### config.mk
export PLATFORM = sky130hd
export DESIGN_NAME = pic_top
export DESIGN_NICKNAME = d
export VERILOG_FILES = /design/src/pic_pkg.sv /design/src/pic_gateway.sv /design/src/pic_regs.sv /design/src/pic_arbiter.sv /design/src/pic_notify.sv /design/src/pic_top.sv
export SDC_FILE = /design/constraint.sdc
export NUM_CORES = 1
export LEC_CHECK = 0
export ABC_AREA = 1
export BUFFER_PORTS_ARGS = -buffer_cell sky130_fd_sc_hd__buf_2
export CELL_PAD_IN_SITES_DETAIL_PLACEMENT = 1
export CELL_PAD_IN_SITES_GLOBAL_PLACEMENT = 2
export CORE_UTILIZATION = 34
export CTS_BUF_LIST = sky130_fd_sc_hd__clkbuf_8
export DETAILED_ROUTE_END_ITERATION = 10
export PLACE_DENSITY_LB_ADDON = 0.1
export SLEW_MARGIN = 20
export SYNTH_ARGS = -nofsm -noshare
export SYNTH_HDL_FRONTEND = slang
export SYNTH_SLANG_ARGS = --single-unit
### constraint.sdc
create_clock -name clk -period 12.28 [get_ports clk]
set_input_delay 0.614 -clock clk [delete_from_list [all_inputs] [get_ports clk]]
set_output_delay 0.614 -clock clk [all_outputs]
set_load 0.05 [all_outputs]
### src/pic_pkg.sv
package pic_pkg;

   // Field widths
   localparam int PRIO_W = 4;
   localparam int ID_W   = 8;
   localparam int WORD_W = 32;

   typedef logic [PRIO_W-1:0] prio_t;   // Interrupt priority
   typedef logic [ID_W-1:0]   id_t;     // Source id with 0 reserved
   typedef logic [WORD_W-1:0] word_t;   // Register data and address

   ////////////////////
   // Register map offsets from the PIC base address

   localparam word_t PRIO_OFS   = 32'h0000_0000;   // One word per source
   localparam word_t PEND_OFS   = 32'h0000_1000;   // Read only
   localparam word_t ENABLE_OFS = 32'h0000_2000;
   localparam word_t CONFIG_OFS = 32'h0000_3000;   // Single word
   localparam word_t GWCFG_OFS  = 32'h0000_4000;
   localparam word_t GWCLR_OFS  = 32'h0000_5000;   // Write only

   // Highest level in normal order
   localparam prio_t PRIO_MAX = 4'd15;

endpackage

### src/pic_gateway.sv
`timescale 1ns/1ps

module pic_gateway (
   input  logic clk,
   input  logic rst_n,
   input  logic req,          // Raw request pin
   input  logic polarity,     // 1 for active low
   input  logic level_type,   // Trigger type with 1 for edge
   input  logic clear,        // One-cycle clear from the register file
   output logic pending
);

   logic sync_q1;
   logic sync_q2;
   logic active;
   logic pend_q;

   // Two-flop synchronizer
   always_ff @(posedge clk) begin
      if (!rst_n) begin
         sync_q1 <= 1'b0;
         sync_q2 <= 1'b0;
      end else begin
         sync_q1 <= req;
         sync_q2 <= sync_q1;
      end
   end

   assign active = sync_q2 ^ polarity;

   // Held until software writes the clear address
   always_ff @(posedge clk) begin
      if (!rst_n) begin
         pend_q <= 1'b0;
      end else begin
         pend_q <= active | (pend_q & ~clear);
      end
   end

   assign pending = level_type ? (active | pend_q) : active;

endmodule

### src/pic_regs.sv
`timescale 1ns/1ps

module pic_regs #(
   parameter int             NUM_SRC       = 15,
   parameter pic_pkg::word_t PIC_BASE_ADDR = 32'hF00C_0000
) (
   input  logic                          clk,
   input  logic                          rst_n,
   input  pic_pkg::word_t                rd_addr,
   input  pic_pkg::word_t                wr_addr,
   input  pic_pkg::word_t                wr_data,
   input  logic                          wren,
   input  logic                          rden,
   input  logic [NUM_SRC:0]              req_gw,       // Gateway outputs for the pending word
   output pic_pkg::word_t                rd_data,
   output pic_pkg::prio_t [NUM_SRC:0]    prio,
   output logic [NUM_SRC:0]              enable,
   output logic [NUM_SRC:0]              gw_polarity,
   output logic [NUM_SRC:0]              gw_type,
   output logic [NUM_SRC:0]              gw_clear,
   output logic                          reverse       // 1 reverses the priority order
);

   localparam int IDX_W = $clog2(NUM_SRC + 1);
   localparam int HI    = pic_pkg::WORD_W - 1;
   localparam int LO    = IDX_W + 2;   // Lowest bit above the word index

   localparam pic_pkg::word_t PRIO_BASE  = PIC_BASE_ADDR + pic_pkg::PRIO_OFS;
   localparam pic_pkg::word_t PEND_BASE  = PIC_BASE_ADDR + pic_pkg::PEND_OFS;
   localparam pic_pkg::word_t EN_BASE    = PIC_BASE_ADDR + pic_pkg::ENABLE_OFS;
   localparam pic_pkg::word_t CFG_ADDR   = PIC_BASE_ADDR + pic_pkg::CONFIG_OFS;
   localparam pic_pkg::word_t GWCFG_BASE = PIC_BASE_ADDR + pic_pkg::GWCFG_OFS;
   localparam pic_pkg::word_t GWCLR_BASE = PIC_BASE_ADDR + pic_pkg::GWCLR_OFS;

   logic                 wren_q;
   logic                 rden_q;
   pic_pkg::word_t       rd_addr_q;
   pic_pkg::word_t       wr_addr_q;
   pic_pkg::word_t       wr_data_q;
   logic [IDX_W-1:0]     rd_idx;
   logic [IDX_W-1:0]     wr_idx;
   logic [NUM_SRC:0]     rd_sel;
   logic [NUM_SRC:0]     wr_sel;
   logic                 wr_prio_hit, wr_en_hit, wr_gwcfg_hit, wr_gwclr_hit, wr_cfg_hit;
   logic                 rd_prio_hit, rd_en_hit, rd_gwcfg_hit, rd_pend_hit, rd_cfg_hit;
   pic_pkg::prio_t       prio_rd;
   logic                 en_rd;
   logic [1:0]           gwcfg_rd;

   ////////////////////
   // Access port

   always_ff @(posedge clk) begin
      if (!rst_n) begin
         wren_q <= 1'b0;
         rden_q <= 1'b0;
      end else begin
         wren_q <= wren;
         rden_q <= rden;
      end
   end

   always_ff @(posedge clk) begin
      rd_addr_q <= rd_addr;
      wr_addr_q <= wr_addr;
      wr_data_q <= wr_data;
   end

   assign rd_idx = rd_addr_q[IDX_W+1:2];
   assign wr_idx = wr_addr_q[IDX_W+1:2];

   // Region decode
   assign wr_prio_hit  = wren_q && (wr_addr_q[HI:LO] == PRIO_BASE[HI:LO]);
   assign wr_en_hit    = wren_q && (wr_addr_q[HI:LO] == EN_BASE[HI:LO]);
   assign wr_gwcfg_hit = wren_q && (wr_addr_q[HI:LO] == GWCFG_BASE[HI:LO]);
   assign wr_gwclr_hit = wren_q && (wr_addr_q[HI:LO] == GWCLR_BASE[HI:LO]);
   assign wr_cfg_hit   = wren_q && (wr_addr_q == CFG_ADDR);

   assign rd_prio_hit  = rden_q && (rd_addr_q[HI:LO] == PRIO_BASE[HI:LO]);
   assign rd_en_hit    = rden_q && (rd_addr_q[HI:LO] == EN_BASE[HI:LO]);
   assign rd_gwcfg_hit = rden_q && (rd_addr_q[HI:LO] == GWCFG_BASE[HI:LO]);
   assign rd_pend_hit  = rden_q && (rd_addr_q == PEND_BASE);   // Word 0 only
   assign rd_cfg_hit   = rden_q && (rd_addr_q == CFG_ADDR);

   // Index decode with id 0 never selected
   always_comb begin
      rd_sel = '0;
      wr_sel = '0;
      for (int i = 1; i <= NUM_SRC; i++) begin
         rd_sel[i] = (rd_idx == IDX_W'(i));
         wr_sel[i] = (wr_idx == IDX_W'(i));
      end
   end

   assign gw_clear = wr_sel & {(NUM_SRC + 1){wr_gwclr_hit}};

   ////////////////////
   // Register file

   always_ff @(posedge clk) begin
      if (!rst_n) begin
         prio        <= '0;
         enable      <= '0;
         gw_polarity <= '0;
         gw_type     <= '0;
         reverse     <= 1'b0;
      end else begin
         for (int i = 1; i <= NUM_SRC; i++) begin
            if (wr_prio_hit && wr_sel[i]) begin
               prio[i] <= wr_data_q[pic_pkg::PRIO_W-1:0];
            end
            if (wr_en_hit && wr_sel[i]) begin
               enable[i] <= wr_data_q[0];
            end
            if (wr_gwcfg_hit && wr_sel[i]) begin
               gw_polarity[i] <= wr_data_q[0];
               gw_type[i]     <= wr_data_q[1];
            end
         end
         if (wr_cfg_hit) begin
            reverse <= wr_data_q[0];
         end
      end
   end

   ////////////////////
   // Read mux

   always_comb begin
      prio_rd  = '0;
      en_rd    = 1'b0;
      gwcfg_rd = '0;
      for (int i = 1; i <= NUM_SRC; i++) begin
         prio_rd  |= prio[i] & {pic_pkg::PRIO_W{rd_sel[i]}};
         en_rd    |= enable[i] & rd_sel[i];
         gwcfg_rd |= {gw_type[i], gw_polarity[i]} & {2{rd_sel[i]}};
      end
   end

   assign rd_data = ({pic_pkg::WORD_W{rd_prio_hit}}  & pic_pkg::word_t'(prio_rd))
                  | ({pic_pkg::WORD_W{rd_en_hit}}    & pic_pkg::word_t'(en_rd))
                  | ({pic_pkg::WORD_W{rd_gwcfg_hit}} & pic_pkg::word_t'(gwcfg_rd))
                  | ({pic_pkg::WORD_W{rd_pend_hit}}  & pic_pkg::word_t'(req_gw))
                  | ({pic_pkg::WORD_W{rd_cfg_hit}}   & pic_pkg::word_t'(reverse));

endmodule

### src/pic_arbiter.sv
`timescale 1ns/1ps

module pic_arbiter #(
   parameter int NUM_SRC = 15
) (
   input  pic_pkg::prio_t [NUM_SRC:0] eff_prio,
   output pic_pkg::id_t               sel_id,
   output pic_pkg::prio_t             sel_prio
);

   localparam int LEVELS = $clog2(NUM_SRC + 1);
   localparam int LEAVES = 1 << LEVELS;
   localparam int NODES  = 2 * LEAVES - 1;

   // Tree nodes in heap order with the root at 0 and the leaves at the top indices
   pic_pkg::prio_t node_prio [NODES];
   pic_pkg::id_t   node_id   [NODES];

   ////////////////////
   // Leaves

   for (genvar j = 0; j < LEAVES; j++) begin : g_leaf
      if (j <= NUM_SRC) begin : g_src
         assign node_prio[LEAVES-1+j] = eff_prio[j];
         assign node_id[LEAVES-1+j]   = pic_pkg::id_t'(j);
      end else begin : g_pad
         assign node_prio[LEAVES-1+j] = '0;   // Empty slot never wins
         assign node_id[LEAVES-1+j]   = '0;
      end
   end

   ////////////////////
   // Compare and select

   for (genvar n = 0; n < LEAVES - 1; n++) begin : g_node
      logic right_wins;

      // Strict compare so ties stay with the lower id
      assign right_wins   = node_prio[2*n+1] < node_prio[2*n+2];
      assign node_prio[n] = right_wins ? node_prio[2*n+2] : node_prio[2*n+1];
      assign node_id[n]   = right_wins ? node_id[2*n+2]   : node_id[2*n+1];
   end

   assign sel_prio = node_prio[0];
   assign sel_id   = node_id[0];

endmodule

### src/pic_notify.sv
`timescale 1ns/1ps

module pic_notify (
   input  logic           clk,
   input  logic           rst_n,
   input  pic_pkg::id_t   sel_id,      // Winner from the tree
   input  pic_pkg::prio_t sel_prio,    // Effective priority of the winner
   input  logic           reverse,
   input  pic_pkg::prio_t meicurpl,    // Current priority level
   input  pic_pkg::prio_t meipt,       // Priority threshold
   output logic           mexintpend,
   output pic_pkg::id_t   claimid,
   output pic_pkg::prio_t pl,
   output logic           mhwakeup
);

   pic_pkg::prio_t meipt_eff;
   pic_pkg::prio_t curpl_eff;
   pic_pkg::prio_t pl_next;
   pic_pkg::prio_t wake_lvl;
   logic           req_next;

   // Bring thresholds into the same order as the tree
   assign meipt_eff = reverse ? ~meipt    : meipt;
   assign curpl_eff = reverse ? ~meicurpl : meicurpl;

   assign req_next = (sel_prio > meipt_eff) && (sel_prio > curpl_eff);
   assign pl_next  = reverse ? ~sel_prio : sel_prio;   // Back to software order
   assign wake_lvl = reverse ? '0 : pic_pkg::PRIO_MAX;

   always_ff @(posedge clk) begin
      if (!rst_n) begin
         mexintpend <= 1'b0;
         claimid    <= '0;
         pl         <= '0;
         mhwakeup   <= 1'b0;
      end else begin
         mexintpend <= req_next;
         claimid    <= sel_id;
         pl         <= pl_next;
         mhwakeup   <= (pl_next == wake_lvl);   // Top level request
      end
   end

endmodule

### src/pic_top.sv
`timescale 1ns/1ps

module pic_top #(
   parameter int             NUM_SRC       = 15,
   parameter pic_pkg::word_t PIC_BASE_ADDR = 32'hF00C_0000
) (
   input  logic             clk,
   input  logic             rst_n,
   input  pic_pkg::word_t   rd_addr,
   input  pic_pkg::word_t   wr_addr,
   input  pic_pkg::word_t   wr_data,
   input  logic             wren,
   input  logic             rden,
   input  logic [NUM_SRC:0] extintsrc_req,   // Bit 0 is reserved
   input  pic_pkg::prio_t   meicurpl,
   input  pic_pkg::prio_t   meipt,
   output pic_pkg::word_t   rd_data,
   output logic             mexintpend,
   output pic_pkg::id_t     claimid,
   output pic_pkg::prio_t   pl,
   output logic             mhwakeup
);

   pic_pkg::prio_t [NUM_SRC:0] prio;
   pic_pkg::prio_t [NUM_SRC:0] eff_prio;
   logic [NUM_SRC:0]           enable;
   logic [NUM_SRC:0]           gw_polarity;
   logic [NUM_SRC:0]           gw_type;
   logic [NUM_SRC:0]           gw_clear;
   logic [NUM_SRC:0]           req_gw;
   logic                       reverse;
   pic_pkg::id_t               sel_id;
   pic_pkg::prio_t             sel_prio;

   pic_regs #(
      .NUM_SRC       (NUM_SRC),
      .PIC_BASE_ADDR (PIC_BASE_ADDR)
   ) u_regs (
      .clk         (clk),
      .rst_n       (rst_n),
      .rd_addr     (rd_addr),
      .wr_addr     (wr_addr),
      .wr_data     (wr_data),
      .wren        (wren),
      .rden        (rden),
      .req_gw      (req_gw),
      .rd_data     (rd_data),
      .prio        (prio),
      .enable      (enable),
      .gw_polarity (gw_polarity),
      .gw_type     (gw_type),
      .gw_clear    (gw_clear),
      .reverse     (reverse)
   );

   ////////////////////
   // Gateways and priority gating

   assign req_gw[0] = 1'b0;   // Id 0 is never pending

   for (genvar i = 1; i <= NUM_SRC; i++) begin : g_src
      pic_gateway u_gw (
         .clk        (clk),
         .rst_n      (rst_n),
         .req        (extintsrc_req[i]),
         .polarity   (gw_polarity[i]),
         .level_type (gw_type[i]),
         .clear      (gw_clear[i]),
         .pending    (req_gw[i])
      );
   end

   for (genvar i = 0; i <= NUM_SRC; i++) begin : g_eff
      assign eff_prio[i] = (enable[i] && req_gw[i]) ? (reverse ? ~prio[i] : prio[i]) : '0;
   end

   pic_arbiter #(
      .NUM_SRC (NUM_SRC)
   ) u_arb (
      .eff_prio (eff_prio),
      .sel_id   (sel_id),
      .sel_prio (sel_prio)
   );

   pic_notify u_notify (
      .clk        (clk),
      .rst_n      (rst_n),
      .sel_id     (sel_id),
      .sel_prio   (sel_prio),
      .reverse    (reverse),
      .meicurpl   (meicurpl),
      .meipt      (meipt),
      .mexintpend (mexintpend),
      .claimid    (claimid),
      .pl         (pl),
      .mhwakeup   (mhwakeup)
   );

endmodule

* After elaboration in Yosys (flattened, before gate mapping)
Cells that the tools add are included.
Word-level totals: word-level logic and storage cells 513, RAM bits 0, bits in latches 0, flip-flop bits (word level) 235, memories 0, input port bits 124, memory bits (read-only) 0
Cells by class: $mul 0, reductions and logical operators 71, add/sub/neg operators 0, shift operators 0, div/mod/pow operators 0, muxes and demuxes 79, bitwise gates (word level) 190, magnitude comparators 17, eq/ne operators 41
Operators with widths (count):
- $mux W4 | 50
- $eq A26 B26 Y1 const B | 7
- $or A32 B32 Y32 | 4
- $eq A32 B32 Y1 const B | 3
- $not A4 Y4 | 18
- $logic_and A1 B1 Y1 | 71
- $and A32 B1 Y32 | 2
- $eq A4 B4 Y1 const B | 16
- $and A4 B4 Y4 | 15
- $lt A4 B4 Y1 | 14
- $or A4 B4 Y4 | 14
- $or A1 B1 Y1 | 44
- $and A32 B16 Y32 | 1
- $and A32 B2 Y32 | 1
- $and A32 B4 Y32 | 1
- $eq A4 B3 Y1 const B | 8
- $and A1 B1 Y1 | 30
- $and A2 B2 Y2 | 15
- $or A2 B2 Y2 | 14
- $mux W1 | 23
- $and A16 B16 Y16 | 1
- $eq A4 B2 Y1 const B | 4
- $not A1 Y1 | 15
- $xor A1 B1 Y1 | 15
- other kinds (6) | 12

* Logic depth before layout (Yosys ltp)
Gate-level depths: netlist of the first run.
depth after elaboration 21, gate-level depth with buffers 48, gate-level depth less buffers 45

* By module
A second synthesis of the first run with hierarchy kept.
Unflattened totals: cells, all modules 2256, area total of the unflattened synthesis 14153.6 um^2
By module, submodules not included:
- pic_regs | cells an instance 1202, area each 8117.8 um^2, times used 1
- pic_arbiter | cells an instance 411, area each 2372.3 um^2, times used 1
- pic_gateway | cells an instance 18, area each 123.9 um^2, times used 15
- pic_top | cells an instance 284, area each 1089.8 um^2, times used 1
- pic_notify | cells an instance 89, area each 715.7 um^2, times used 1

* Worst setup path after synthesis of the first run
Ideal clock, no wire load.
kind register to register, from register u_regs.reverse, to register u_notify.mexintpend, buffers on the path 6, cell stages (with the launch flop) 38, arrival time 5.847 ns, data required time 12.188 ns, slack 6.341 ns, period minus slack after synthesis 5.939 ns, cell sequence dfxtp_1 buf_6 buf_6 buf_4 clkbuf_1 buf_4 clkbuf_1 nand2_1 a21oi_1 inv_1 ha_1 inv_1 a21oi_1 nand2_4 nand2_1 o21ai_0 ha_1 a21oi_1 [2 not listed] a21oi_1 ha_1 nand2_1 a21oi_1 nand2_2 nand2_4 o21ai_0 ha_1 a21oi_1 nand3_1 nand2_4 inv_1 ha_1 inv_1 a21oi_1 o21ai_0 o21ai_0 nor4_1
Between the ends: longest elaborated chain between the ends 12
RTL lines:
- start: declaration | line pic_regs.sv:21 | output logic reverse
- start signal: assignment | line pic_regs.sv:121 | reverse <= wr_data_q[0];
- $mux W4 (2 in a row) | line pic_top.sv:74 | assign eff_prio[i] = (enable[i] && req_gw[i]) ? (reverse ? ~prio[i] : prio[i]) : '0;
- $lt A1 B4 Y1 or $lt A4 B4 Y1 (tied branches) | line pic_arbiter.sv:39 | assign right_wins = node_prio[2*n+1] < node_prio[2*n+2];
- $mux W4 | line pic_arbiter.sv:40 | assign node_prio[n] = right_wins ? node_prio[2*n+2] : node_prio[2*n+1];
- $lt A4 B4 Y1 | line pic_arbiter.sv:39
- $mux W4 | line pic_arbiter.sv:40
- $lt A4 B4 Y1 | line pic_arbiter.sv:39
- $mux W4 | line pic_arbiter.sv:40
- $lt A4 B4 Y1 | line pic_arbiter.sv:39
- $mux W4 | line pic_arbiter.sv:40
- $gt A4 B4 Y1 | line pic_notify.sv:27 | assign req_next = (sel_prio > meipt_eff) && (sel_prio > curpl_eff);
- $logic_and A1 B1 Y1 (*) | line pic_notify.sv:27
- end signal: assignment | line pic_notify.sv:38 | mexintpend <= req_next;
- end: declaration | line pic_notify.sv:11 | output logic mexintpend,
Mark *: on every way between the ends. The rest lies on a longest branch, timed or not. A chain may end at the register's enable or synchronous reset.

* Final worst setup path of the first run
Ends and elaborated chain as after synthesis.

==> qor.csv, run 1 <==
metric,value,unit
ir_drop,0.00006866,V
cts.repair.resized,0,
pwr-share-comb,4.7,%
remaining_drc_errors,0,
max-cap-violations,0,
ys.flop_type,dfxtp_1,
die-area,0.03606,mm^2
start_util,34.66,%
fin_tns_setup,0,ps
grt_max_degree,80,
worst_ep_required_time,12740,ps
path_common_cell,a21oi_1,
num_antenna_cells,0,
numCtsBuffers,43,
hold_viol_final,0,
layout.nets,2017,
p_leak,6.038,nW
antenna_found_initial,0,
cts_tree,built,
fin_crit_sh,56.12,%
synth.top_cell.area_share,38.53,%
crit_arrival,7350,ps
path_buf_inv,3,
drive_gt1_share,12.39,%
critPathSlowestCell,buf_4,
pwr-share-clk,47.7,%
fp.coreArea,0.03463,mm^2
pwr-share-seq,47.6,%
cell_internal_pwr,1.235,mW
clkLatencyLatePin,600,ps
yosysTopAreaCell,dfxtp_1,
yosysSeqAreaShare,38.53,%
die_x,189.9,um
critical_path.top_delay_family,compound AO/OA/AOI/OAI gates,
ctsHtreeMaxLevel,2,
detail_route.iter0.violations,435,
status,"complete, no violations",
ios,170,
area_growth_syn_to_layout,14.91,%
wl_met3,1.431,mm
die_h,189.9,um
period_needed,6891,ps
criticalPathCategory,flip-flop to flip-flop,
holdBufCountCts,0,
critPathLaunchType,flip-flop,
yosys_warnings,0,
power.density,118.9,mW/mm^2
ant_nets,0,
finalClockSkew,26.80,ps
synthTopCellsByArea,"dfxtp_1 (39%), nand2_1 (11%), inv_1 (9.1%), ha_1 (6.0%), a21oi_1 (6.0%)",
grt_setup_unrepaired,no,
ys_top_cells_by_count,"nand2_1 (345), inv_1 (290), dfxtp_1 (231)",
postSynthCellCount,1714,
cts_setup_buffers,0,
switching_power,404.8,uW
synth.most_common_cell,nand2_1,
path_clk_slew,70,ps
cpPeakStageDelay,730,ps
grt_first_pass_wirelength,62.37,mm
firstDrtPassIters,6,
io_buffers,120,
drt_wl_total,39.28,mm
viasPerCell,4.874,
rows,68,
grt_pass1_vias,11352,
netlist_area,0.01200,mm^2
overflow,0,
cp-end-kind,flip-flop,
relSlewSlack,25.91,%
synth_edf_count,0,
met2_length,18.10,mm
worstMarginPinSlew,1110,ps
cts_buffer_depth,3,
hpwl,29.84,mm
swShare,24.69,%
ys_async_sr_fraction,0,%
drt-wirelength-per-cell,16.93,um
yosys_register_bits,231,
root_buffer,clkbuf_8,
clkSinkCount,231,
hold_slack,107.7,ps
m1WireLength,18.97,mm
fmax,0.1451,GHz
yosys.cell_types.count,42,
finalSetupViolCount,0,
report.final.slew_viol_count,0,
dr.max_layer_used,met4,
syn_area_per_cell,7.003,um^2
cp_max_fo,63,
hp-class,input pin to flip-flop,
num_vias,11308,
gr-usage-all-layers,22.27,%
place.gp.congestion,0.8362,
==> path summary, 6_finish.rpt <==
path | from | end | cells after the start | slack (ps)
worst min register to register | g_src[14].u_gw.sync_q1 | g_src[14].u_gw.sync_q2 | 2 | 400
worst min-delay path | wr_data[2] | u_regs.wr_data_q[2] | 1 | 110
worst max-delay path | u_regs.reverse | u_notify.mexintpend | 31 | 5390
worst max register to register | u_regs.reverse | u_notify.mexintpend | 31 | 5390
==> kinds of logic (layout without fill, tap and decap cells) <==
| family | Yosys count | count (layout) | share of synthesized area [%] |
|---|---|---|---|
| fa+ha+maj | 58 | 58 | 6.046 |
| xor+xnor | 30 | 30 | 2.189 |
| other cells | 1 | 20 | 0.03124 |
| simple gates | 652 | 652 | 22.89 |
| compound gates | 381 | 381 | 17.87 |
| flops | 231 | 231 | 38.53 |
| buf+inv | 361 | 493 | 12.45 |
==> cells in the final DEF (no fill, tap or decap), drive strengths merged, types with 2 or more instances in the layout <==
cell and instances:
nand3 53, ha 58, o22ai 17, o41ai 4, a21oi 145, dfxtp 231, a31oi 27, a211oi 31
o2111ai 9, nand4 7, conb 20, buf 125, nand3b 6, clkinv 3, nor2 183, nor3 8
o221ai 2, a221oi 7, or2 2, o21ai 134, nand2 378, xnor2 19, nor4 12, xor2 11
or4 2, bufinv 2, inv 307, clkbuf 55
==> metrics by stage <==
| stage | std cells | setup WS [ps] | total power [mW] | utilization, % | instance area [um^2] |
|---|---|---|---|---|---|
| finish | 2320 | 5389 | 1.640 | 39.83 | 13790 |
| global route | 2320 | 4653 | 1.709 | 39.83 | 13790 |
| CTS | 2320 | 5308 | 1.668 | 39.83 | 13790 |
| detailed placement | 2245 | 5288 | 0.8737 | 37.23 | 12890 |
| global placement | 2245 | 5478 | 0.8714 | 37.23 | 12890 |
| floorplan | 1733 | 6341 | 0.8445 | - | 12070 |
==> registers in the layout, indices dropped and copies added (netlist names), 4 cells and up <==
signal and count:
u_regs.prio 60, u_regs.enable 15, u_regs.rd_addr_q 32, u_notify.pl 4, u_regs.gw_polarity 15, u_notify.claimid 4
g_src.u_gw.pend_q 15, g_src.u_gw.sync_q1 15, u_regs.wr_addr_q 32, g_src.u_gw.sync_q2 15, u_regs.gw_type 15, u_regs.wr_data_q 4
==> power by group through the flow <==
stage	combinational [mW]	clock [mW]	sequential, mW
3_5_place_dp	0.0773	0	0.796
2_1_floorplan	0.0530	0	0.792
6_report	0.0768	0.783	0.780
3_3_place_gp	0.0756	0	0.796
5_1_grt	0.0851	0.842	0.782
4_1_cts	0.0776	0.810	0.780
==> per-layer routing <==
metal,up-vias,track usage (%)
li1,5725,-
met1,5339,29.73
met2,199,36.93
met3,45,3.634
met4,0,5.955
met5,-,0
==> layout make-up <==
type	count	area, um^2
Fill cell	4470	20840
Multi-Input combinational cell	1141	5956
Sequential cell	231	4626
Inverter	293	1101
Clock buffer	55	757.0
Timing Repair Buffer	125	640.6
Tap cell	455	569.3
Clock inverter	20	142.6
No activity file was read; power rests on OpenSTA's default activity.
==> run 2: changes to the inputs <==
--- a/config.mk
+++ b/config.mk
@@ -5,7 +5,7 @@
 export SDC_FILE = /design/constraint.sdc
 export NUM_CORES = 1
 export LEC_CHECK = 0
-export ABC_AREA = 1
+export ABC_AREA = 0
 export BUFFER_PORTS_ARGS = -buffer_cell sky130_fd_sc_hd__buf_2
 export CELL_PAD_IN_SITES_DETAIL_PLACEMENT = 1
 export CELL_PAD_IN_SITES_GLOBAL_PLACEMENT = 2
==> constraint.sdc (replaced) <==
create_clock -name clk -period 7 [get_ports clk]
set_input_delay 0.35 -clock clk [delete_from_list [all_inputs] [get_ports clk]]
set_output_delay 0.35 -clock clk [all_outputs]
set_load 0.05 [all_outputs]
==> run 2 against run 1 <==
Compared with the run above:
- worst hold slack better by 150 ps
- non-clock buffer count is 199 higher
- clock power is 66% higher
- synthesized cell count is 9.3% lower
- via count is 11% higher
- critical endpoint unchanged
==> qor.csv, run 2 <==
metric,value,unit,change
status,"complete, no violations",,unchanged
max-cap-violations,0,,unchanged
layout.nets,2023,,"was 2,017"
top_register,u_regs.prio,,unchanged
gr-usage-all-layers,24.71,%,was 22.27%
crit_arrival,7230,ps,was 7350 ps
synth_edf_count,0,,unchanged
finalClockSkew,45.70,ps,was 26.80 ps
fin_crit_sh,95.97,%,was 56.12%
path_buf_inv,3,,unchanged
firstDrtPassIters,5,,was 6
cpPeakStageDelay,480,ps,was 730 ps
drive_gt1_share,21.38,%,was 12.39%
finalInstanceArea,0.01647,mm^2,was 0.01379 mm^2
path_clk_slew,60,ps,was 70 ps
cp-end-kind,flip-flop,,unchanged
synth.top_cell.area_share,36.54,%,was 38.53%
cp_max_fo,6,,was 63
drt-wirelength-per-cell,20.64,um,was 16.93 um
hp-class,input pin to flip-flop,,unchanged
use_met2,41.68,%,was 36.93%
criticalPathCategory,flip-flop to flip-flop,,unchanged
worstMarginPinSlew,937.4,ps,was 1110 ps
drt_wl_total,48.31,mm,was 39.28 mm
relSlewSlack,37.51,%,was 25.91%
worst_ep_required_time,7510,ps,"was 12,740 ps"
cts_buffer_depth,3,,unchanged
path_common_cell,ha_1,,was a21oi_1
critical_path.top_delay_family,compound AO/OA/AOI/OAI gates,,unchanged
fp.coreArea,0.03661,mm^2,was 0.03463 mm^2
start_util,34.57,%,was 34.66%
grt_pass1_vias,12675,,"was 11,352"
rows,70,,was 68
yosys_warnings,0,,unchanged
critPathLaunchType,flip-flop,,unchanged
grt_busiest_layer,met2,,unchanged
dpl_cell_area,0.01424,mm^2,was 0.01289 mm^2
power.density,174.7,mW/mm^2,was 118.9 mW/mm^2
cts_tree,built,,unchanged
ir_drop,0.0001927,V,was 0.00006866 V
p_leak,6.864,nW,was 6.038 nW
numCtsBuffers,43,,unchanged
syn_area_per_cell,8.139,um^2,was 7.003 um^2
die_x,194.9,um,was 189.9 um
period_needed,6718,ps,was 6891 ps
ios,170,,unchanged
critPathSlowestCell,or4_4,,was buf_4
die_h,194.9,um,was 189.9 um
r2r_setup_slack,280,ps,was 5390 ps
grt_util_met1,32.17,%,was 29.73%
grt_max_degree,76,,was 80
synth.most_common_cell,nand2_1,,unchanged
fmax,0.1489,GHz,was 0.1451 GHz
detail_route.iter0.violations,676,,was 435
reg_top3,"u_regs.prio: 60 flops, u_regs.rd_addr_q: 32 flops, u_regs.wr_addr_q: 32 flops",,unchanged
ctsHtreeMaxLevel,2,,unchanged
yosysSeqAreaShare,36.54,%,was 38.53%
die-area,0.03800,mm^2,was 0.03606 mm^2
remaining_drc_errors,0,,unchanged
hold_slack,262.1,ps,was 107.7 ps
netlist_area,0.01266,mm^2,was 0.01200 mm^2
antenna_found_initial,0,,unchanged
root_buffer,clkbuf_8,,unchanged
viasPerCell,5.349,,was 4.874
finalSetupViolCount,0,,unchanged
use_met3,3.956,%,was 3.634%
overflow,0,,unchanged
io_buffers,120,,unchanged
ys.flop_type,dfxtp_1,,unchanged
yosysTopAreaCell,dfxtp_1,,unchanged
report.final.slew_viol_count,0,,unchanged
synthTopCellsByArea,"dfxtp_1 (37%), a21oi_1 (7.1%), nand2_1 (6.9%), ha_1 (5.7%), nand3_1 (5.0%)",,"was dfxtp_1 (39%), nand2_1 (11%), inv_1 (9.1%), ha_1 (6.0%), a21oi_1 (6.0%)"
largest_register_ffs,60,,unchanged
place.gp.congestion,0.8859,,was 0.8362
postSynthCellCount,1555,,"was 1,714"
final_common_cell,nand2_1,,unchanged
clkLatencyLatePin,630,ps,was 600 ps
hold_viol_final,0,,unchanged
ys_async_sr_fraction,0,%,unchanged
ant_nets,0,,unchanged
yosys_register_bits,231,,unchanged
num_vias,12522,,"was 11,308"
yosys.cell_types.count,94,,was 42
area_growth_syn_to_layout,30.12,%,was 14.91%
hpwl,33.75,mm,was 29.84 mm
grt_first_pass_wirelength,72.22,mm,was 62.37 mm
most-common-layout-cells,"nand2_1 (229), dfxtp_1 (228), a21oi_1 (169)",,"was nand2_1 (345), inv_1 (303), dfxtp_1 (230)"
ys_top_cells_by_count,"nand2_1 (232), dfxtp_1 (231), a21oi_1 (179)",,"was nand2_1 (345), inv_1 (290), dfxtp_1 (231)"
clkSinkCount,231,,unchanged
run 2: changes by cell type in the layout (fill, tap and decap cells not counted), sizes merged, moves of 85 or more:
cell | previous run | this run
nand2 | 378 | 232
nor2 | 183 | 73
buf | 125 | 238
inv | 307 | 70
o21ai | 134 | 38
dlygate4sd3 | 0 | 85
run 2: report_power, final:
part	total [mW]	internal, mW	switching [mW]
registers	1.38	1.35	0.0263
logic	0.199	0.0806	0.118
clock network	1.30	0.683	0.619
total	2.88	2.11	0.763
run 2: area by class of cell:
class                      count  area, um^2
fill                        4351       20140
multi-input combinational   1189        7805
sequential                   231        4631
timing repair buffer         324        2411
clock buffer                  49       674.4
tap                          468       585.6
inverter                      52       197.7
clock inverter                26       158.9
antenna                        2       5.005
run 2: worst paths after layout:
path / start / to / cells after the start
worst max-delay path: u_regs.gw_polarity[8] / u_notify.mexintpend / 35
worst min-delay path: meicurpl[3] / u_notify.mexintpend / 5
worst max register to register: u_regs.gw_polarity[8] / u_notify.mexintpend / 35
worst min register to register: g_src[1].u_gw.sync_q1 / g_src[1].u_gw.sync_q2 / 1
run 2: routing by layer:
layer	vias to the layer above	part of all wire, %
li1	6054	-
met1	6131	45
met2	265	48
met3	72	4.3
met4	0	2.3
met5	-	0
run 2: cells by family after synthesis:
| family | Yosys count | share of synthesized area (%) |
|---|---|---|
| xor+xnor | 90 | 6.288 |
| fa+ha+maj | 61 | 5.971 |
| buf+inv | 154 | 5.408 |
| flops | 231 | 36.54 |
| compound gates | 394 | 20.21 |
| mux | 37 | 3.470 |
| other cells | 1 | 0.02963 |
| simple gates | 587 | 22.09 |
run 2: worst register-to-register path: cells and delay by family (launching register included):
family / cells / cell delay, ps
compound gates: 14 / 2420
simple gates: 11 / 1570
fa+ha+maj: 5 / 1320
buf+inv: 3 / 480
flops: 1 / 450
mux: 1 / 290
xor+xnor: 1 / 110
run 2: timing repair:
item | 4_1_cts | 5_1_grt
hold buffers | 85 | 0
endpoints found under the setup margin | 0 | 1
endpoints found under the hold margin | 85 | 0
resized for setup | 0 | 80
buffers inserted | 0 | 22
run 2: per-stage QoR:
step                      cells  TNS [ps]  utilization [%]  total power [mW]  setup slack (ps)
after floorplan            1574         0                -             1.497             36.31
final                      2341         0            44.98             2.877             282.2
after detailed placement   2156         0            38.90             1.560             52.94
after global placement     2156         0            38.90             1.556             166.4
after CTS                  2316         0            43.50             2.906             19.61
after global routing       2339    -79.05            44.97             2.994            -79.05
